`config.mk`:
```
export PLATFORM = sky130hd
export DESIGN_NAME = bus_command_mux
export DESIGN_NICKNAME = d
export VERILOG_FILES = /design/src/bus_pkg.sv /design/src/bus_command_mux.sv
export SDC_FILE = /design/constraint.sdc
export NUM_CORES = 1
export LEC_CHECK = 0
export BUFFER_PORTS_ARGS = -buffer_cell sky130_fd_sc_hd__buf_2
export CAP_MARGIN = 20
export CORE_AREA = 2 2 115 117
export DETAILED_ROUTE_END_ITERATION = 8
export DIE_AREA = 0 0 117 119
export HOLD_SLACK_MARGIN = 0.05
export PLACE_DENSITY_LB_ADDON = 0.1
export SLEW_MARGIN = 20
export SYNTH_ARGS = -nofsm -noshare
export SYNTH_HDL_FRONTEND = slang
export SYNTH_SLANG_ARGS = --single-unit
```
`constraint.sdc`:
```
create_clock -name i_clock -period 1 [get_ports i_clock]
set_input_delay 0.2 -clock i_clock [delete_from_list [all_inputs] [get_ports i_clock]]
set_output_delay 0.2 -clock i_clock [all_outputs]
set_load 0.01 [all_outputs]
```
`src/bus_pkg.sv`:
```
`default_nettype none

package bus_pkg;

	localparam int ADDR_W    = 32;
	localparam int DATA_W    = 32;

	// RAM is word addressed through addr[9:2]
	localparam int RAM_WORDS = 256;
	localparam int RAM_AW    = $clog2(RAM_WORDS);
	localparam int RAM_WAIT  = 2;		// Cycles from request to ready
	localparam int WAIT_W    = $clog2(RAM_WAIT + 1);

	localparam int NUM_PORTS  = 3;
	localparam int PORT_FETCH = 0;
	localparam int PORT_DATA  = 1;
	localparam int PORT_AUX   = 2;

	typedef logic [NUM_PORTS-1:0] port_sel_t;	// One-hot

	typedef struct packed {
		logic [ADDR_W-1:0] addr;
	} fetch_req_t;

	typedef struct packed {
		logic              rw;		// 1 = write
		logic [ADDR_W-1:0] addr;
		logic [DATA_W-1:0] wdata;
	} mem_req_t;

	typedef struct packed {
		logic              req;
		logic              rw;
		logic [ADDR_W-1:0] addr;
		logic [DATA_W-1:0] wdata;
	} bus_cmd_t;

	typedef struct packed {
		logic              ready;	// Single-cycle pulse
		logic [DATA_W-1:0] rdata;
	} bus_rsp_t;

endpackage

`default_nettype wire

```
`src/bus_command_mux.sv`:
```
`timescale 1ns/1ps
`default_nettype none

module bus_command_mux
	import bus_pkg::*;
(
	input  wire logic      i_clock,
	input  wire logic      i_reset,
	input  wire port_sel_t i_grant,
	input  wire logic      i_load,
	input  wire mem_req_t  i_fetch,
	input  wire mem_req_t  i_data,
	input  wire mem_req_t  i_aux,
	input  wire bus_rsp_t  i_rsp,
	output      bus_cmd_t  o_cmd
);

	mem_req_t sel;

	always_comb begin
		sel = i_aux;
		if (i_grant[PORT_DATA])
			sel = i_data;
		else if (i_grant[PORT_FETCH]) begin
			sel    = i_fetch;
			sel.rw = 1'b0;		// Fetch is read only
		end
	end

	always_ff @(posedge i_clock) begin
		if (i_reset) begin
			o_cmd.req <= 1'b0;
		end
		else if (i_load) begin
			o_cmd.req <= 1'b1;
		end
		else if (i_rsp.ready) begin
			o_cmd.req <= 1'b0;
		end
	end

	always_ff @(posedge i_clock) begin
		if (i_load) begin
			o_cmd.rw    <= sel.rw;
			o_cmd.addr  <= sel.addr;
			o_cmd.wdata <= sel.wdata;
		end
	end

	a_cmd_stable: assert property (@(posedge i_clock) disable iff (i_reset)
		(o_cmd.req && $past(o_cmd.req))
			|-> $stable({o_cmd.rw, o_cmd.addr, o_cmd.wdata}));

endmodule

`default_nettype wire

```
# Yosys cells after proc, flatten, opt, wreduce, memory -nomap -nowiden
# Index checks and enable logic that the tools add are counted.
dict set report word_totals {
  regBits 66
  inputBits 234
  wordCells 9
}
dict set report classes {
  mux 4
  n_reduce_logical 1
}
# operator n
set op_table {}
lappend op_table {{$mux W65} 2}
lappend op_table {{$mux W1} 2}
lappend op_table {{$reduce_bool A2 Y1} 1}

# Logic depth before layout (Yosys ltp)
dict set report logic_depth {
  ltp_word 2
  ltp_mapped 4
}

# Worst setup path after synthesis
# No wires, ideal clock.
dict set report synth_timing {
  path_kind {input port to flip-flop}
  start {input port i_grant[0]}
  end {register o_cmd[14] (netlist bit), data pin}
  t_arrival_ps 741
  t_required_ps 734
  slack_ps -7
  cell_stages 4
  path_cell_list {buf_6 buf_8 mux2i_1 o21ai_1}
}
# element line
set synth_lines {}
lappend synth_lines {{start, declared} bus_command_mux.sv:9} ;# input wire port_sel_t i_grant,
lappend synth_lines {{end, declared} bus_command_mux.sv:15} ;# output bus_cmd_t o_cmd

# Worst setup path after layout
dict set report layout_timing {
  start {register o_cmd[60] (netlist bit)}
  end {output port o_cmd[60] (netlist bit)}
}
# No word-level cell between the ends.

==> reports/metrics.yaml <==
global_routing:
  antenna_found_initial: 0
  track_usage: 0.130
  grt_first_pass_wirelength_mm: 13.6
  grt_max_degree: 45
  grt_pass1_vias: 2850
  gr-total-overflow: 0
cts:
  cts_inserted_buffers: 9
  cts_tree: "built"
  postCtsSetupBuffers: 0
  htree_levels: 3
  path_clk_slew_ns: 0.05
  max-clock-path-buffers: 2
  clk_latency_ns: 0.32
  clock_sinks: 66
  cts_root_buf: "clkbuf_16"
synthesis:
  syn-num-nets: 518
  synth.top_cell.area_share: 0.581
  avgSynthCellArea_um2: 11.8
  yosysTopAreaCell: "edfxtp_1"
  ys_warn_count: 0
  yosysSeqAreaShare: 0.587
  ys_ff_latch: 66
  syn-instance-count: 284
  synthTopCellsByArea: "edfxtp_1 (58%), mux2i_1 (19%), o21ai_1 (9.5%)"
  ys_types: 15
  netlist_area_mm2: 0.00336
route:
  remaining_drc_errors: 0
  viasPerCell: 4.18
  dr_total_vias: 3059
  first_iter_violations: 84
  ant_nets: 0
  detail_route.wl_per_cell_um: 12.8
  wirelength_mm: 9.38
  drt_pass1_iterations: 4
timing:
  slew_viol_final: 0
  final.setup.worst_slack_ns: -0.0497
  min_period_ns: 1.05
  max_slew_margin: 0.863
  setup_viol: 65
  hold_viol: 0
  worst_pin_slew_ns: 0.205
  fin_tns_setup_ns: -1.29
  max_freq_mhz: 953
  fin_worst_skew_ns: 0
  rsz0062_at_grt: "true"
  fin_crit_sh: 1.05
finish:
  reg_top3: "o_cmd x66"
  final_area_mm2: 0.00524
  top_register: "o_cmd"
  n_antenna_cell: 0
  layout-drive-gt1-share: 0.519
  fin_util: 0.407
  regArea_mm2: 0.00197
  largest_reg_flops: 66
  syn_to_final_growth_pct: 55.8
  nFillCells: 1300
  fin_nets: 784
  multi_input_area_mm2: 0.00122
floorplanning:
  core_area_mm2: 0.0129
  die_area_mm2: 0.0139
  die_h_um: 119
  io_pins: 300
  die_x_um: 117
  rows: 42
  initial_core_util: 0.261
placed_design:
  dp_slack_ns: -0.160
  port_buffers: 265
  place_area_mm2: 0.00493
  place_congestion: 0.796
  hpwlAfterDp_mm: 7.61
status:
  violations: "negative setup slack"
  status: "finished with violations"
min_path:
  min_path_type: "primary input to flip-flop"
  min_delay_path_depth: 3
worst_setup_path:
  start_kind: "flip-flop"
  slowest_stage: "edfxtp_1"
  end_kind: "output pin"
  critical_path.top_delay_family: "flip-flops"
  arrival_ns: 0.85
  critical_path_required_ns: 0.80
  crit_chain: "buf_2"
  crit_buf_inv: 1
  critical-path-max-stage-delay_ns: 0.37
  cp_num_cells: 1
  reg2regPathDepth: 2
  crit_fanout: 1
  crit_type: "flip-flop to output pin"
power_and_ir_drop:
  irDropWorstVdd_mv: 0.623
  power_density_mw_per_mm2: 1500
  finalPower_uw: 7840
  leakagePower_uw: 0.00253
flow_run:
  drv_cap: 0
cell usage in the layout, fill, tap and decap left out, types with 2 or more instances in the layout:
cell,n
clkinv_1,4
edfxtp_1,65
mux2i_1,64
nand2_1,64
buf_4,4
clkbuf_16,9
buf_6,2
o21ai_1,64
clkinvlp_4,2
buf_2,261
buf_12,8
Yosys cell counts:
master    instances
a21oi_1           1
a22o_1            1
buf_2            11
buf_4             1
buf_6             1
buf_8             5
clkbuf_1          3
dfxtp_1           1
edfxtp_1         65
inv_1             1
mux2i_1          64
nand2_1          64
nand2b_1          1
nor2_1            1
o21ai_1          64
repair_timing:
action,in CTS,in global routing
resized for setup,0,4
hold buffers,1,0
endpoints found under the hold margin,1,0
endpoints found under the setup margin,65,66
stage by stage:
stage | instances | hold WS [ns]
detailed placement | 714 | 0.364
global placement | 714 | 0.355
finish | 731 | 0.127
floorplan | 284 | 0.269
global route | 731 | 0.153
CTS | 731 | 0.124
layer usage:
layer	share of wire	vias up	GRT usage	wire length, um
met5	0	-	0	0
met4	0.017	0	0.0493	155
met3	0.12	9	0.0626	1150
met2	0.48	159	0.227	4490
met1	0.38	1321	0.134	3590
li1	-	1570	-	-
kinds of logic after synthesis:
group                  after synthesis  share of synthesized area
and+or+nand+nor                     66                     0.0745
muxes                               64                      0.191
buffers and inverters               22                     0.0488
DFF                                 66                      0.587
AOI/OAI and AO/OA                   66                     0.0994
path summary, 6_finish.rpt:
kind / start / slack (ns) / to
max: o_cmd[60] / -0.05 / o_cmd[60]
min: i_rsp[32] / 0.13 / o_cmd[65]
max reg2reg: o_cmd[65] / 0.43 / o_cmd[65]
min reg2reg: o_cmd[65] / 0.46 / o_cmd[65]
area by class of cell:
cell class              instances  share of cell area
flip-flops and latches         66               0.377
repair buffers                276               0.292
multi-input cells             196               0.234
clock buffers                   9              0.0430
well taps                     176              0.0421
clock inverters                 7              0.0115
inverters                       1            0.000717
power by group:
| group | leakage [uW] | internal, uW | switching, uW |
|---|---|---|---|
| combinational | 0.00176 | 729 | 702 |
| sequential | 0.000642 | 3360 | 54.8 |
| clock | 0.000132 | 1890 | 1100 |
| total | 0.00253 | 5980 | 1860 |
Power figures use the tool's default switching activity.
