--- src/bus_pkg.sv ---
`default_nettype none

package bus_pkg;

	localparam int ADDR_W    = 32;
	localparam int DATA_W    = 32;

	// RAM is word addressed through addr[9:2]
	localparam int RAM_WORDS = 256;
	localparam int RAM_AW    = $clog2(RAM_WORDS);
	localparam int RAM_WAIT  = 2;		// Cycles from request to ready
	localparam int WAIT_W    = $clog2(RAM_WAIT + 1);

	localparam int NUM_PORTS  = 3;
	localparam int PORT_FETCH = 0;
	localparam int PORT_DATA  = 1;
	localparam int PORT_AUX   = 2;

	typedef logic [NUM_PORTS-1:0] port_sel_t;	// One-hot

	typedef struct packed {
		logic [ADDR_W-1:0] addr;
	} fetch_req_t;

	typedef struct packed {
		logic              rw;		// 1 = write
		logic [ADDR_W-1:0] addr;
		logic [DATA_W-1:0] wdata;
	} mem_req_t;

	typedef struct packed {
		logic              req;
		logic              rw;
		logic [ADDR_W-1:0] addr;
		logic [DATA_W-1:0] wdata;
	} bus_cmd_t;

	typedef struct packed {
		logic              ready;	// Single-cycle pulse
		logic [DATA_W-1:0] rdata;
	} bus_rsp_t;

endpackage

`default_nettype wire

--- src/bus_arbiter_ctrl.sv ---
`timescale 1ns/1ps
`default_nettype none

module bus_arbiter_ctrl
	import bus_pkg::*;
(
	input  wire logic      i_clock,
	input  wire logic      i_reset,
	input  wire port_sel_t i_pending,
	input  wire bus_rsp_t  i_rsp,
	output      port_sel_t o_grant,
	output      logic      o_load,
	output      port_sel_t o_done
);

	typedef enum logic {
		ST_IDLE,
		ST_BUSY
	} arb_state_t;

	arb_state_t state;
	port_sel_t  pick;
	port_sel_t  grant_q;

	// Fixed priority with data first and aux last
	always_comb begin
		pick = '0;
		if (i_pending[PORT_DATA])
			pick[PORT_DATA] = 1'b1;
		else if (i_pending[PORT_FETCH])
			pick[PORT_FETCH] = 1'b1;
		else if (i_pending[PORT_AUX])
			pick[PORT_AUX] = 1'b1;
	end

	always_ff @(posedge i_clock) begin
		if (i_reset) begin
			state   <= ST_IDLE;
			grant_q <= '0;
		end
		else begin
			case (state)
				ST_IDLE: begin
					if (|i_pending) begin
						grant_q <= pick;
						state   <= ST_BUSY;
					end
				end
				ST_BUSY: begin
					// Wait until the slave answers
					if (i_rsp.ready) begin
						grant_q <= '0;
						state   <= ST_IDLE;
					end
				end
				default: begin
					grant_q <= '0;
					state   <= ST_IDLE;
				end
			endcase
		end
	end

	// Grant is live in the idle cycle so the mux can load from it
	always_comb begin
		o_grant = grant_q;
		o_load  = 1'b0;
		o_done  = '0;
		case (state)
			ST_IDLE: begin
				o_grant = pick;
				o_load  = |i_pending;
			end
			ST_BUSY: begin
				if (i_rsp.ready)
					o_done = grant_q;
			end
			default: ;
		endcase
	end

	a_grant_onehot: assert property (@(posedge i_clock) disable iff (i_reset)
		$onehot0(o_grant));

	// Done only goes to the port that owns the bus
	a_done_in_grant: assert property (@(posedge i_clock) disable iff (i_reset)
		(o_done & ~o_grant) == '0);

endmodule

`default_nettype wire

--- config.mk ---
export PLATFORM = sky130hd
export DESIGN_NAME = bus_arbiter_ctrl
export DESIGN_NICKNAME = d
export VERILOG_FILES = /design/src/bus_pkg.sv /design/src/bus_arbiter_ctrl.sv
export SDC_FILE = /design/constraint.sdc
export NUM_CORES = 1
export LEC_CHECK = 0
export BUFFER_PORTS_ARGS = -buffer_cell sky130_fd_sc_hd__buf_2
export CAP_MARGIN = 20
export CORE_AREA = 10 10 47 49
export DETAILED_ROUTE_END_ITERATION = 10
export DIE_AREA = 0 0 57 59
export SLEW_MARGIN = 25
export SYNTH_ARGS = -nofsm -noshare
export SYNTH_HDL_FRONTEND = slang
export SYNTH_SLANG_ARGS = --single-unit
--- constraint.sdc ---
create_clock -name i_clock -period 1.5 [get_ports i_clock]
set_input_delay 0.3 -clock i_clock [delete_from_list [all_inputs] [get_ports i_clock]]
set_output_delay 0.3 -clock i_clock [all_outputs]
set_load 0.02 [all_outputs]
Yosys cells after proc, flatten, opt, wreduce, memory -nomap -nowiden
Index checks and enable logic that the tools add are counted.
{"block": "op_classes", "eq_ne": 2, "muxes": 16, "n_bitwise": 1, "reduce_logical": 2}
{"op": "3-bit two-way mux", "n": 5}
{"op": "1-bit two-way mux", "n": 9}
{"op": "3-bit case mux with 2 select lines", "n": 1}
{"op": "2-bit inequality test (second input constant)", "n": 2}
{"op": "3-bit OR reduction", "n": 1}
{"op": "1-bit case mux with 2 select lines", "n": 1}
{"op": "2-bit AND reduction", "n": 1}
{"op": "1-bit inverter", "n": 1}
{"block": "totals", "regBits": 4, "in_bits": 38, "word_cells": 23}

Longest topological paths before layout
{"block": "logic_depth", "depth_word": 5, "ltp_mapped": 3}

Least setup slack after synthesis
No wires, ideal clock.
{"block": "synth_path", "path_kind": "register to output", "startpoint": "reg state", "endpoint": "out o_grant[2]", "t_arrival_ns": 1.049, "path_slack_ns": 0.151, "stages_incl_launch_ff": 3, "n_path_buf": 0, "cell_sequence": "dfxtp_1 -> or4b_1 -> nand2_1"}
{"block": "synth_between", "elab_chain_cells": 1}
{"element": "start: declaration", "line_no": "bus_arbiter_ctrl.sv:21", "text": "arb_state_t state;"}
{"element": "start signal: assignment", "line_no": "bus_arbiter_ctrl.sv:38", "text": "state <= ST_IDLE;"}
{"element": "start signal: assignment", "line_no": "bus_arbiter_ctrl.sv:46", "text": "state <= ST_BUSY;"}
{"element": "start signal: assignment", "line_no": "bus_arbiter_ctrl.sv:53", "text": "state <= ST_IDLE;"}
{"element": "3-bit two-way mux", "line_no": "bus_arbiter_ctrl.sv:69", "text": "case (state)"}
{"element": "end: declaration", "line_no": "bus_arbiter_ctrl.sv:11", "text": "output port_sel_t o_grant,"}
Every way passes these cells.

Worst setup path in the final report
Same ends and word-level chain as after synthesis.

==> report_table.html <==
<table>
<tr><th>Metric</th><th>Value</th></tr>
<tr><th colspan="2">Pwr</th></tr>
<tr><td>Static Leak</td><td>between 0.15 and 0.2 nW</td></tr>
<tr><td>Max IR drop VDD</td><td>between 0.2 and 0.3 mV</td></tr>
<tr><td>Power per cell area</td><td>around 850 mW/mm^2</td></tr>
<tr><td>Total power draw</td><td>about 0.34 mW</td></tr>
<tr><th colspan="2">Timing</th></tr>
<tr><td>Transition time at the pin with the least slew margin</td><td>0.2437 ns</td></tr>
<tr><td>Final Setup Violations</td><td>1</td></tr>
<tr><td>Max Clock Freq</td><td>~650 MHz</td></tr>
<tr><td>Fin crit period</td><td>roughly 1.5 ns</td></tr>
<tr><td>Setup skew after layout</td><td>around 0.0028 ns</td></tr>
<tr><td>Post-route worst hold slack</td><td>0.2759 ns</td></tr>
<tr><td>Worst slew margin relative to its limit</td><td>a little over four fifths</td></tr>
<tr><td>Setup repair after global routing missed its margin</td><td>yes</td></tr>
<tr><td>Portion of the clock cycle consumed by the worst path in the final layout</td><td>102.9%</td></tr>
<tr><td>Worst Setup Slack, final</td><td>-0.04278 ns</td></tr>
<tr><td>Final hold vios</td><td>0</td></tr>
<tr><td>Max-slew violation count</td><td>0</td></tr>
<tr><td>Accumulated negative setup slack</td><td>-0.04278 ns</td></tr>
<tr><th colspan="2">Yosys</th></tr>
<tr><td>Flip-flop and latch count after synthesis</td><td>4</td></tr>
<tr><td>Net count of the mapped netlist</td><td>between 60 and 70</td></tr>
<tr><td>Number of distinct library cell variants in the gate-level netlist after synthesis</td><td>13</td></tr>
<tr><td>Combined area of all synthesized cells</td><td>approximately 240 sq um</td></tr>
<tr><td>Cell count after synthesis</td><td>30</td></tr>
<tr><td>Sequential fraction of the synthesis area</td><td>32.82%</td></tr>
<tr><td>Yosys warnings</td><td>0</td></tr>
<tr><td>Post-synthesis area per instance</td><td>~8.1 sq um</td></tr>
<tr><th colspan="2">Setup path</th></tr>
<tr><td>CP Max Fanout</td><td>4</td></tr>
<tr><td>Crit. End Element</td><td>primary output</td></tr>
<tr><td>Required time worst endpoint</td><td>roughly 1.2 ns</td></tr>
<tr><td>Critical setup path kind</td><td>register to primary output</td></tr>
<tr><td>Critical path arrival</td><td>roughly 1.2 ns</td></tr>
<tr><td>CP Launch Type</td><td>register</td></tr>
<tr><th colspan="2">Floorplan</th></tr>
<tr><td>Std cell rows</td><td>14</td></tr>
<tr><td>Area inside the core boundary</td><td>about 0.0014 sq mm</td></tr>
<tr><td>Initial Utilization</td><td>about 17%</td></tr>
<tr><td>Die Y-Extent</td><td>between 50 and 60 microns</td></tr>
<tr><td>Top-level I/O count</td><td>45</td></tr>
<tr><td>Die Footprint</td><td>0.003363 sq mm</td></tr>
<tr><td>X dimension of the die</td><td>57 microns</td></tr>
<tr><th colspan="2">Route</th></tr>
<tr><td>Initial DRT Pass Iterations</td><td>2</td></tr>
<tr><td>Via count</td><td>296</td></tr>
<tr><td>Number of design-rule violations left by the first detailed-router iteration</td><td>1</td></tr>
<tr><td>Routed length per placed instance</td><td>12.61 microns</td></tr>
<tr><td>Remaining design rule violation count</td><td>0</td></tr>
<tr><td>Post-detailed-route via-to-cell ratio</td><td>between 4 and 5</td></tr>
<tr><td>Total length of routed wires</td><td>just over 800 microns</td></tr>
<tr><td>Remaining number of nets flagged by the antenna check after routing</td><td>0</td></tr>
<tr><th colspan="2">Placed design</th></tr>
<tr><td>RePlAce Congestion</td><td>0.8117</td></tr>
<tr><td>Instance count after placement with tap cells included</td><td>61</td></tr>
<tr><td>HPWL reported at the end of detailed placement</td><td>604.6 microns</td></tr>
<tr><td># port buffers</td><td>12</td></tr>
<tr><td>Worst setup timing slack at the placement stage</td><td>around 0.012 ns</td></tr>
<tr><th colspan="2">Hold path</th></tr>
<tr><td>Worst hold path class</td><td>input pin to register</td></tr>
<tr><th colspan="2">GRT</th></tr>
<tr><td>Vias in the first global route</td><td>roughly 330</td></tr>
<tr><td>Pin count of the biggest net entering global routing</td><td>10</td></tr>
<tr><td>Number of antenna violations at the first check in global routing</td><td>0</td></tr>
<tr><td>Total global-route track usage</td><td>5.082%</td></tr>
<tr><td>Remaining Overflow, GRT</td><td>0</td></tr>
<tr><td>First-pass GRT wire length</td><td>1.324 mm</td></tr>
<tr><th colspan="2">Cells and area</th></tr>
<tr><td>Signed area change from the synthesized netlist to the final layout</td><td>62.05%</td></tr>
<tr><td>Share of cells above drive strength 1</td><td>47.92%</td></tr>
<tr><td>Non-filler instance count after layout</td><td>64</td></tr>
<tr><td>Number of nets in the finished design</td><td>88</td></tr>
<tr><td>Antenna diode instance count</td><td>0</td></tr>
<tr><th colspan="2">CTS</th></tr>
<tr><td>Clock Path Buffers</td><td>2</td></tr>
<tr><td>CTS H-Tree Depth</td><td>1</td></tr>
<tr><td>Number of clock buffers inserted by TritonCTS</td><td>3</td></tr>
<tr><td>Clk_lat worst skew</td><td>0.24 ns</td></tr>
<tr><td>Number of buffers inserted to repair setup after CTS</td><td>0</td></tr>
<tr><td>Clock tree from TritonCTS</td><td>done</td></tr>
<tr><td>Root buf cell</td><td>clkbuf_4</td></tr>
<tr><td>Clock sinks</td><td>4</td></tr>
<tr><td>Clock input transition at the sequential cells of the worst setup and hold paths</td><td>~0.040 ns</td></tr>
<tr><td>CTS hold repair buffers</td><td>0</td></tr>
<tr><th colspan="2">Run</th></tr>
<tr><td>Max-capacitance violation count</td><td>0</td></tr>
<tr><th colspan="2">Outcome</th></tr>
<tr><td>Result of the run</td><td>finished with violations</td></tr>
<tr><td>Violated checks</td><td>setup timing</td></tr>
</table>
-- synthesized netlist by cell type --
master	number	area share, %
nor2_1	1	1.5
or3b_2	1	3.6
or4b_1	4	16
nand3b_1	3	9.2
nor3_1	1	2.0
a31oi_1	3	7.7
nand2_1	6	9.2
nand2b_1	1	2.6
nor4_1	1	2.6
a211oi_1	1	3.1
dfxtp_1	4	33
and3_1	3	7.7
clkbuf_1	1	1.5
-- worst max-delay path: stages (launching register included) --
cell	delay, ns
dfxtp_2	0.33
or4b_4	0.49
nand2_2	0.08
buf_6	0.11
-- path summary, 6_finish.rpt --
kind         cells past startpoint          to        from  slack [ns]
min                              2  grant_q[1]     i_reset        0.28
min reg2reg                      2  grant_q[2]  grant_q[2]        0.53
max                              3  o_grant[2]       state       -0.04
max reg2reg                      3  grant_q[0]       state        0.26
-- metal layers --
metal	global-route usage [%]	up-vias	wire length, microns
met5	0	-	0
met2	7.132	9	387
li1	-	153	-
met3	2.361	2	51
met1	4.941	132	345
met4	6.376	0	23
-- cell usage in the layout, fill, tap and decap left out --
master / synthesis / final
or3b_4: 0 / 1
nand2_2: 0 / 1
buf_2: 0 / 10
or4b_1: 4 / 3
nand2_1: 6 / 5
nor3_1: 1 / 1
dfxtp_1: 4 / 3
buf_4: 0 / 4
nor4_1: 1 / 1
nand2b_1: 1 / 1
dfxtp_2: 0 / 1
and3_1: 3 / 3
a211oi_1: 1 / 1
a31oi_1: 3 / 3
nand3b_1: 3 / 3
clkbuf_4: 0 / 3
buf_6: 0 / 2
nor2_1: 1 / 1
or4b_4: 0 / 1
-- layout make-up --
class                   count  area [sq um]
flip-flops and latches      4         81.33
well taps                  16         20.02
multi-input cells          25         168.9
repair buffers             16         102.6
clock buffers               3         22.52
fillers                   166          1006
-- repair_timing --
action                                  in CTS  in global routing
endpoints found under the setup margin       2                  1
gates resized for setup                      8                  0
hold endpoints to repair                     0                  0
pin swaps                                    3                  0
-- sequential cells by signal (all words and copies together), names as in the netlist --
register and cells:
grant_q 3, state 1
-- through the flow --
stage                     cell area, sq um  utilization, %
after floorplan                      244.0               -
after global placement               350.3           25.00
after detailed placement             350.3           25.00
after CTS                            395.4           28.21
after global routing                 395.4           28.21
final                                395.4           28.21
-- power by group --
group	switching, mW	internal [mW]	total (mW)	leakage, nW
sequential	0.00584	0.114	0.119	0.0331
clock	0.0484	0.0898	0.138	0.0138
combinational	0.0413	0.0367	0.0779	0.138
total	0.0955	0.240	0.336	0.185
-- logic make-up (layout without fill, tap and decap cells) --
logic type | count (synthesis) | in the layout | synth area share (%)
DFF | 4 | 4 | 32.82
buffers and inverters | 1 | 19 | 1.537
and+or+nand+nor | 21 | 21 | 54.87
AOI/OAI and AO/OA | 4 | 4 | 10.77
(Power assumes the default switching activity.)
