## src/bus_pkg.sv

```systemverilog
`default_nettype none

package bus_pkg;

	localparam int ADDR_W    = 32;
	localparam int DATA_W    = 32;

	// RAM is word addressed through addr[9:2]
	localparam int RAM_WORDS = 256;
	localparam int RAM_AW    = $clog2(RAM_WORDS);
	localparam int RAM_WAIT  = 2;		// Cycles from request to ready
	localparam int WAIT_W    = $clog2(RAM_WAIT + 1);

	localparam int NUM_PORTS  = 3;
	localparam int PORT_FETCH = 0;
	localparam int PORT_DATA  = 1;
	localparam int PORT_AUX   = 2;

	typedef logic [NUM_PORTS-1:0] port_sel_t;	// One-hot

	typedef struct packed {
		logic [ADDR_W-1:0] addr;
	} fetch_req_t;

	typedef struct packed {
		logic              rw;		// 1 = write
		logic [ADDR_W-1:0] addr;
		logic [DATA_W-1:0] wdata;
	} mem_req_t;

	typedef struct packed {
		logic              req;
		logic              rw;
		logic [ADDR_W-1:0] addr;
		logic [DATA_W-1:0] wdata;
	} bus_cmd_t;

	typedef struct packed {
		logic              ready;	// Single-cycle pulse
		logic [DATA_W-1:0] rdata;
	} bus_rsp_t;

endpackage

`default_nettype wire

```

## src/bus_port.sv

```systemverilog
`timescale 1ns/1ps
`default_nettype none

module bus_port
	import bus_pkg::*;
#(
	parameter type req_t = mem_req_t
)(
	input  wire logic              i_clock,
	input  wire logic              i_reset,
	input  wire logic              i_req,
	input  wire req_t              i_payload,
	input  wire logic              i_done,
	input  wire bus_rsp_t          i_rsp,
	output      logic              o_ack,
	output      logic [DATA_W-1:0] o_rdata,
	output      logic              o_pending,
	output      req_t              o_payload
);

	typedef enum logic [1:0] {
		ST_IDLE,
		ST_PENDING,
		ST_ACKING,
		ST_RELEASING
	} port_state_t;

	port_state_t state;
	req_t        payload_q;
	logic [DATA_W-1:0] rdata_q;

	always_ff @(posedge i_clock) begin
		if (i_reset) begin
			state <= ST_IDLE;
		end
		else begin
			case (state)
				ST_IDLE: begin
					if (i_req)
						state <= ST_PENDING;
				end
				ST_PENDING: begin
					if (i_done)
						state <= ST_ACKING;
				end
				ST_ACKING: begin
					if (!i_req)
						state <= ST_RELEASING;	// Master has let go
				end
				ST_RELEASING: state <= ST_IDLE;
				default: state <= ST_IDLE;
			endcase
		end
	end

	always_ff @(posedge i_clock) begin
		if (state == ST_IDLE && i_req)
			payload_q <= i_payload;		// Master bus is free after this
		if (state == ST_PENDING && i_done)
			rdata_q <= i_rsp.rdata;
	end

	assign o_pending = (state == ST_PENDING);
	assign o_ack     = (state == ST_ACKING);
	assign o_payload = payload_q;
	assign o_rdata   = rdata_q;

	// Ack only follows a completed bus transaction
	a_ack_after_done: assert property (@(posedge i_clock) disable iff (i_reset)
		$rose(o_ack) |-> $past(i_done));

endmodule

`default_nettype wire

```

## config.mk

```make
export PLATFORM = sky130hd
export DESIGN_NAME = bus_port
export DESIGN_NICKNAME = d
export VERILOG_FILES = /design/src/bus_pkg.sv /design/src/bus_port.sv
export SDC_FILE = /design/constraint.sdc
export NUM_CORES = 1
export LEC_CHECK = 0
export BUFFER_PORTS_ARGS = -buffer_cell sky130_fd_sc_hd__buf_2
export CAP_MARGIN = 20
export CORE_MARGIN = 4
export CORE_UTILIZATION = 35
export CTS_BUF_LIST = sky130_fd_sc_hd__clkbuf_16
export DETAILED_ROUTE_END_ITERATION = 8
export GPL_ROUTABILITY_DRIVEN = 1
export MAX_ROUTING_LAYER = met4
export PLACE_DENSITY_LB_ADDON = 0.1
export SYNTH_ARGS = -nofsm -noshare
export SYNTH_HDL_FRONTEND = slang
export SYNTH_SLANG_ARGS = --single-unit
```

## constraint.sdc

```tcl
create_clock -name i_clock -period 2.3 [get_ports i_clock]
set_input_delay 0.46 -clock i_clock [delete_from_list [all_inputs] [get_ports i_clock]]
set_output_delay 0.46 -clock i_clock [all_outputs]
set_load 0.1 [all_outputs]
```

# ---- Yosys cells after proc, flatten, opt, wreduce, memory -nomap -nowiden
# Cells that the tools add are included.
dict set report op_classes {
  eq_ne 6
  n_mux 4
  reduce_logical 4
}
# cell count
set op_table {}
lappend op_table {{2-bit one-hot mux with 4 select lines} 1}
lappend op_table {{2-bit 2-to-1 mux} 3}
lappend op_table {{2-bit inequality test, second input constant} 3}
lappend op_table {{2-bit == test, second input constant} 2}
lappend op_table {{3-bit AND reduction} 1}
lappend op_table {{2-bit by 1-bit == test with 1-bit output, second input constant} 1}
lappend op_table {{1-bit logical AND} 2}
lappend op_table {{2-bit logical NOT} 1}
dict set report totals {
  register_bits 99
  inputBits 102
  output_inout_bits 99
  word_cells 19
}

# ---- Longest topological paths before layout
# Gate-level depths: netlist of the first run.
dict set report depth {
  ltp_word 3
  mapped_depth 5
}

# ---- Worst setup path before layout of the first run
# No wires, ideal clock.
dict set report synth_path {
  path_kind {reg2reg}
  from {register state[1]}
  to {register rdata_q[0] (netlist: o_rdata[0]) (enable)}
  setup_time_ns 0.392
  arrival_time_ns 2.127
  required_ns 1.908
  path_slack_ns -0.219
  path_stages_with_launch 4
  synth_period_minus_slack_ns 2.519
  path_cell_list {dfxtp_1 -> inv_1 -> ha_1 -> and2_1}
}
dict set report synth_between {
  elab_chain_cells 2
}
# item line_no
set synth_lines {}
lappend synth_lines {{from (decl)} bus_port.sv:28} ;# port_state_t state;
lappend synth_lines {{from (signal assigned)} bus_port.sv:34} ;# state <= ST_IDLE;
lappend synth_lines {{from (signal assigned)} bus_port.sv:40} ;# state <= ST_PENDING;
lappend synth_lines {{from (signal assigned)} bus_port.sv:44} ;# state <= ST_ACKING;
lappend synth_lines {{2-bit by 1-bit == test with 1-bit output} -}
lappend synth_lines {{via o_pending} bus_port.sv:17} ;# output logic o_pending,
lappend synth_lines {{1-bit logical AND} bus_port.sv:59} ;# if (state == ST_PENDING && i_done)
lappend synth_lines {{to (signal assigned)} bus_port.sv:60} ;# rdata_q <= i_rsp.rdata;
lappend synth_lines {{to (decl)} bus_port.sv:30} ;# logic [DATA_W-1:0] rdata_q;
# The timed path passes the listed nets, and every way through them passes these cells.
# A chain may end at the register's enable or synchronous reset.

# ---- Final worst setup path of the first run
dict set report layout_path {
  from {register state[0]}
  to {output o_ack}
}
dict set report layout_between {
  elab_chain_cells 1
}
# item line_no
set layout_lines {}
lappend layout_lines {{2-bit == test} bus_port.sv:64} ;# assign o_ack = (state == ST_ACKING);
lappend layout_lines {{to (decl)} bus_port.sv:15} ;# output logic o_ack,
# Every way passes these cells.

==> metrics.cfg, run 1 <==
[outcome]
status = complete, no violations

[routing]
drtPass1Iterations = 4
routed_wl_um = 6970
drtIter0Drc = 62
viasPerCell = 4.23
wl_per_cell_um = 15.8
drc = 0
dr_total_vias = 1871
postRouteAntennaNets = 0

[synthesis]
synth-edff-count = 97
yosysMostFrequentCell = edfxtp_1
syn-cell-area_sq_um = 3090
yosys_warnings = 0
synth_ff_type = edfxtp_1
yosysTopAreaCellShare_pct = 94.3
synthesis.instances = 116
synth_seq_cells = 99
synthTopCellsByArea = edfxtp_1 (94%), ha_1 (1.6%), dfxtp_1 (1.3%), a211oi_2 (0.41%), nor2b_1 (0.41%)
synth_fp_nets = 222
seq_area_frac_synth_pct = 95.6
synth_largest_area_cell = edfxtp_1
synth_cell_types = 12
synth.top_cells.by_count = edfxtp_1 (97), ha_1 (4), inv_1 (3)
synthArstFlopShare_pct = 0
syn_avg_cell_area_sq_um = 26.6

[timing]
fin_skew_ns = 0.00747
setup_violations = 0
rsz0062_at_grt = false
finalHoldViolCount = 0
worst_slack_ns = 0.427
finalSetupTns_ns = 0
finalCritPeriodShare_pct = 81.4
max_slew_margin_pct = 66.3
fmax_mhz = 534
finalMaxSlewViolations = 0
worst_pin_slew_ns = 0.508
min_period_ns = 1.87

[global_route]
grt_pass1_vias = 1927
gr-usage-all-layers_pct = 13.3
antenna_found_initial = 1
grt_overflow_total = 0
grt_max_degree = 58
grt_pass1_wl_um = 9670

[setup_path]
critical_path_buf_inv_count = 2
slowest_stage = buf_2
required_ns = 1.84
crit_path_max_fanout = 3
cp-start-kind = flip-flop
critPathKind = flip-flop to primary output
slowest_delay_ns = 0.44
reg2reg_slack_ns = 0.73
end_kind = primary output
arrival_ns = 1.41
cp_top_family = buffers and inverters
cp_cell_sequence = inv_1 > ha_1 > buf_2

[clock_network]
cts.hold.buffers_added = 0
post_cts_buffers = 0
cts_sinks = 99
cts_tree = yes
clk_path_buf_depth = 2
ctsResizeCount = 0
cts.root.buffer_cell = clkbuf_16
path_clk_slew_ns = 0.07
htreeDepth = 3
cts_buffers = 9
clock_latency_ns = 0.33

[placement]
place.gp.congestion = 0.743
dp.cells = 425
post-place-ws_ns = 0.739
portBuffers = 199

[floorplanning]
die_w_um = 102
pin_count = 201
die_area_sq_um = 10400
rows = 34
start_util_pct = 35.8
coreArea_sq_um = 8640
die-height_um = 102

[final_layout]
drive_gt1_share_pct = 66.1
fin_nets = 434
syn_to_final_growth_pct = 47.5
final_cells = 442

[flow_run]
drv_cap = 0

[hold_path]
min_path_type = input pin to flip-flop

final cells by class:
class,count,area [sq um]
multi-input cells,14,126
clock buffers,9,225
clock inverters,7,78.8
fillers,721,4080
repair buffers,201,1020
inverters,3,11.3
flip-flops and latches,99,2950
well taps,108,135
diodes,1,2.50
worst paths after layout:
| path | from | to | cells past startpoint |
|---|---|---|---|
| worst max-delay path | state[0] | o_ack | 3 |
| worst min-delay path | i_payload[13] | o_payload[13] | 1 |
| worst max register to register | state[1] | o_payload[29] | 4 |
| worst min register to register | state[1] | state[1] | 2 |
flip-flops by register name, indices dropped and copies added, names as in the netlist:
register,flops
o_payload,65
o_rdata,32
state,2
metrics by stage:
step	utilization, %	hold slack [ns]	instance area [sq um]
final	52.8	0.294	4560
after global routing	52.8	0.269	4560
after CTS	52.7	0.279	4550
after detailed placement	49.2	0.480	4250
after global placement	49.2	0.467	4250
after floorplan	-	0.451	3090
kinds of logic (layout without fill, tap and decap cells):
group | Yosys count | in the layout | share of synthesized area [%]
flip-flops | 99 | 99 | 95.6
AND/OR/NAND/NOR | 6 | 6 | 1.09
AO/OA/AOI/OAI | 3 | 3 | 1.01
buffers and inverters | 3 | 220 | 0.364
adder cells (fa/ha/maj) | 4 | 4 | 1.62
other | 0 | 1 | 0
multiplexers | 1 | 1 | 0.324
layout by cell type (no fill, tap or decap), drive strengths merged, types with 2 or more instances in the layout:
cell    count
nor2b       2
buf       201
and2        2
clkbuf      9
inv         7
ha          4
edfxtp     97
nand2       2
clkinv      2
dfxtp       2
layer usage:
metal,up-vias,routed length [um],GRT usage (%)
li1,883,-,-
met1,841,2640,15.3
met2,136,3230,20.0
met3,11,990,6.42
met4,0,104,5.75
met5,-,0,-
Power of run 1 is left out: the tool's default activity adds up to more than one toggle a clock period on the data nets, which glitch-free logic cannot reach.
==> run 2: changes to the inputs <==
ABC_AREA = 1   (was default)
clock period = 1.8 ns   (was 2.3 ns; I/O delays follow)
==> run 2 against run 1 <==
  * Cell count grew 2.0%
  * Critical path depth unchanged
  * Worst hold slack got worse by 0.094 ns
==> metrics.cfg, run 2 <==
[setup_path]
required_ns = 1.44  ; was 1.84 ns
timing.rr.end = o_rdata[21]  ; was o_payload[29]
arrival_ns = 1.39  ; was 1.41 ns
crit_path_max_fanout = 4  ; was 3
cp-start-kind = flip-flop  ; unchanged
worstRegToRegCells = 5  ; was 4
critPathKind = flip-flop to primary output  ; unchanged
end_kind = primary output  ; unchanged
r2r_start = state[1]  ; unchanged
reg2reg_slack_ns = 0.50  ; was 0.73 ns

[global_route]
grt_overflow_total = 0  ; unchanged
grt_pass1_wl_um = 9800  ; was 9670 um
gr-usage-all-layers_pct = 13.3  ; about the same
grt_max_degree = 50  ; was 58
antenna_found_initial = 1  ; unchanged
grt_pass1_vias = 1894  ; was 1927

[hold_path]
hold_depth = 1  ; unchanged
min_path_type = input pin to flip-flop  ; unchanged
whs_endpoint = o_payload[56]  ; was o_payload[13]
hold_start = i_payload[56]  ; was i_payload[13]

[final_layout]
largest_reg_flops = 65  ; unchanged
fin_nets = 445  ; was 434
drive_gt1_share_pct = 66.7  ; was 66.1%
fill_cells = 734  ; was 721
final_util_pct = 53.5  ; was 52.8%
syn_to_final_growth_pct = 49.6  ; was 47.5%
final-seq-area_sq_um = 2960  ; was 2950 sq um
fin_area_sq_um = 4650  ; was 4560 sq um
layout_commonest_cell = buf_2  ; unchanged
multi_input_area_sq_um = 136  ; was 126 sq um
final_cell_mix = buf_2 (198), edfxtp_1 (97), clkbuf_16 (9)  ; was buf_2 (199), edfxtp_1 (97), clkbuf_16 (9)

[routing]
drtPass1Iterations = 4  ; unchanged
drc = 0  ; unchanged
dr_total_vias = 1892  ; was 1871
wl_per_cell_um = 15.5  ; was 15.8 um
postRouteAntennaNets = 0  ; unchanged
routed_wl_um = 6990  ; was 6970 um
drtIter0Drc = 70  ; was 62
viasPerCell = 4.20  ; was 4.23

[floorplanning]
rows = 34  ; unchanged
start_util_pct = 35.8  ; about the same
die_w_um = 102  ; about the same
coreArea_sq_um = 8680  ; was 8640 sq um
die-height_um = 102  ; about the same
pin_count = 201  ; unchanged
die_area_sq_um = 10400  ; about the same

[synthesis]
synth-edff-count = 97  ; unchanged
synth_ff_type = edfxtp_1  ; unchanged
yosysMostFrequentCell = edfxtp_1  ; unchanged
syn_avg_cell_area_sq_um = 24.6  ; was 26.6 sq um
synth_fp_nets = 232  ; was 222
syn-cell-area_sq_um = 3110  ; was 3090 sq um
synth.top_cells.by_count = edfxtp_1 (97), inv_1 (9), nand2_1 (6), ha_1 (4)  ; was edfxtp_1 (97), ha_1 (4), inv_1 (3)
synthArstFlopShare_pct = 0  ; unchanged
synth_cell_types = 11  ; was 12
synthTopCellsByArea = edfxtp_1 (94%), ha_1 (1.6%), dfxtp_1 (1.3%), inv_1 (1.1%), nand2_1 (0.73%)  ; was edfxtp_1 (94%), ha_1 (1.6%), dfxtp_1 (1.3%), a211oi_2 (0.41%), nor2b_1 (0.41%)
synth_seq_cells = 99  ; unchanged
yosys_warnings = 0  ; unchanged
synth_largest_area_cell = edfxtp_1  ; unchanged
yosysTopAreaCellShare_pct = 93.8  ; was 94.3%
seq_area_frac_synth_pct = 95.1  ; was 95.6%
synthesis.instances = 126  ; was 116

[clock_network]
path_clk_slew_ns = 0.07  ; about the same
cts_sinks = 99  ; unchanged
cts_tree = yes  ; unchanged
cts.root.buffer_cell = clkbuf_16  ; unchanged
clk_path_buf_depth = 2  ; unchanged
clock_latency_ns = 0.33  ; about the same
htreeDepth = 3  ; unchanged
cts_buffers = 9  ; unchanged
cts.hold.buffers_added = 0  ; unchanged

[timing]
setup_violations = 0  ; unchanged
finalMaxSlewViolations = 0  ; unchanged
worst_slack_ns = 0.0549  ; was 0.427 ns
finalSetupTns_ns = 0  ; unchanged
min_period_ns = 1.75
worst_pin_slew_ns = 0.512  ; was 0.508 ns
rsz0062_at_grt = false  ; unchanged
max_slew_margin_pct = 66.1  ; was 66.3%
fin_skew_ns = 0.00614  ; was 0.00747 ns
finalCritPeriodShare_pct = 97.0
fmax_mhz = 573
finalHoldViolCount = 0  ; unchanged

[placement]
post-place-ws_ns = 0.396  ; was 0.739 ns
portBuffers = 199  ; unchanged
placed_cell_area_sq_um = 4310  ; was 4250 sq um
hpwlAfterDp_um = 5390
place.gp.congestion = 0.719  ; was 0.743

[outcome]
status = complete, no violations  ; unchanged

[flow_run]
drv_cap = 0  ; unchanged

[power]
p_per_area_nw_per_um2 = 2080
peakVddDrop_v = 0.000736
cellLeakagePower_nw = 1.99

## run 2: metrics by stage
stage | total power [mW] | cells | hold slack (ns)
3_5_place_dp | 7.64 | 436 | 0.509
6_report | 9.65 | 451 | 0.199
5_1_grt | 9.98 | 451 | 0.178
3_3_place_gp | 7.61 | 436 | 0.510
2_1_floorplan | 6.96 | 126 | 0.459
4_1_cts | 9.75 | 450 | 0.186
## run 2: critical path, stage by stage (launching register included)
cell and delay, ns:
dfxtp_2 0.32, inv_2 0.10, ha_2 0.21, buf_2 0.43
## run 2: report_power, final
group          internal, mW  switching [mW]  leakage, nW
combinational         0.510            3.81        0.904
clock                  1.34           0.755        0.161
sequential             3.13           0.106        0.924
## run 2: cell type report
type | count | share of cell area (%)
clock buffer | 9 | 4.85
multi-input combinational | 18 | 2.94
inverter | 9 | 0.889
timing repair buffer | 202 | 22.5
clock inverter | 5 | 2.24
tap | 108 | 2.91
antenna | 1 | 0.0539
sequential | 99 | 63.6
## run 2: metal layers
layer | wire, um | vias up | GRT usage (%)
li1 | - | 908 | -
met1 | 2730 | 844 | 15.7
met2 | 3190 | 133 | 19.7
met3 | 965 | 7 | 5.80
met4 | 97 | 0 | 6.36
met5 | 0 | - | -
## run 2: worst max-delay path by stage
| stage | start | endpoint | slack, ns | cells after the start |
|---|---|---|---|---|
| 2_1_floorplan | state[1] | o_payload[0] | -0.11 | 4 |
| 3_3_place_gp | state[1] | o_pending | 0.40 | 3 |
| 3_5_place_dp | state[1] | o_pending | 0.40 | 3 |
| 4_1_cts | state[0] | o_ack | 0.04 | 3 |
| 5_1_grt | state[1] | o_pending | 0.002 | 3 |
| 6_report | state[1] | o_pending | 0.05 | 3 |
## run 2: cells by family after synthesis
| logic type | count (synthesis) | share of synthesized area [%] |
|---|---|---|
| and+or+nand+nor | 13 | 2.05 |
| adders and majority gates | 4 | 1.61 |
| DFF | 99 | 95.1 |
| AOI/OAI and AO/OA | 1 | 0.161 |
| buffers and inverters | 9 | 1.09 |
## run 2: timing repair
action,in CTS,in global routing
endpoints found under the setup margin,0,1
gates resized for setup,0,1
setup buffers,0,0
Note: power is estimated with default switching activity, not from simulation.
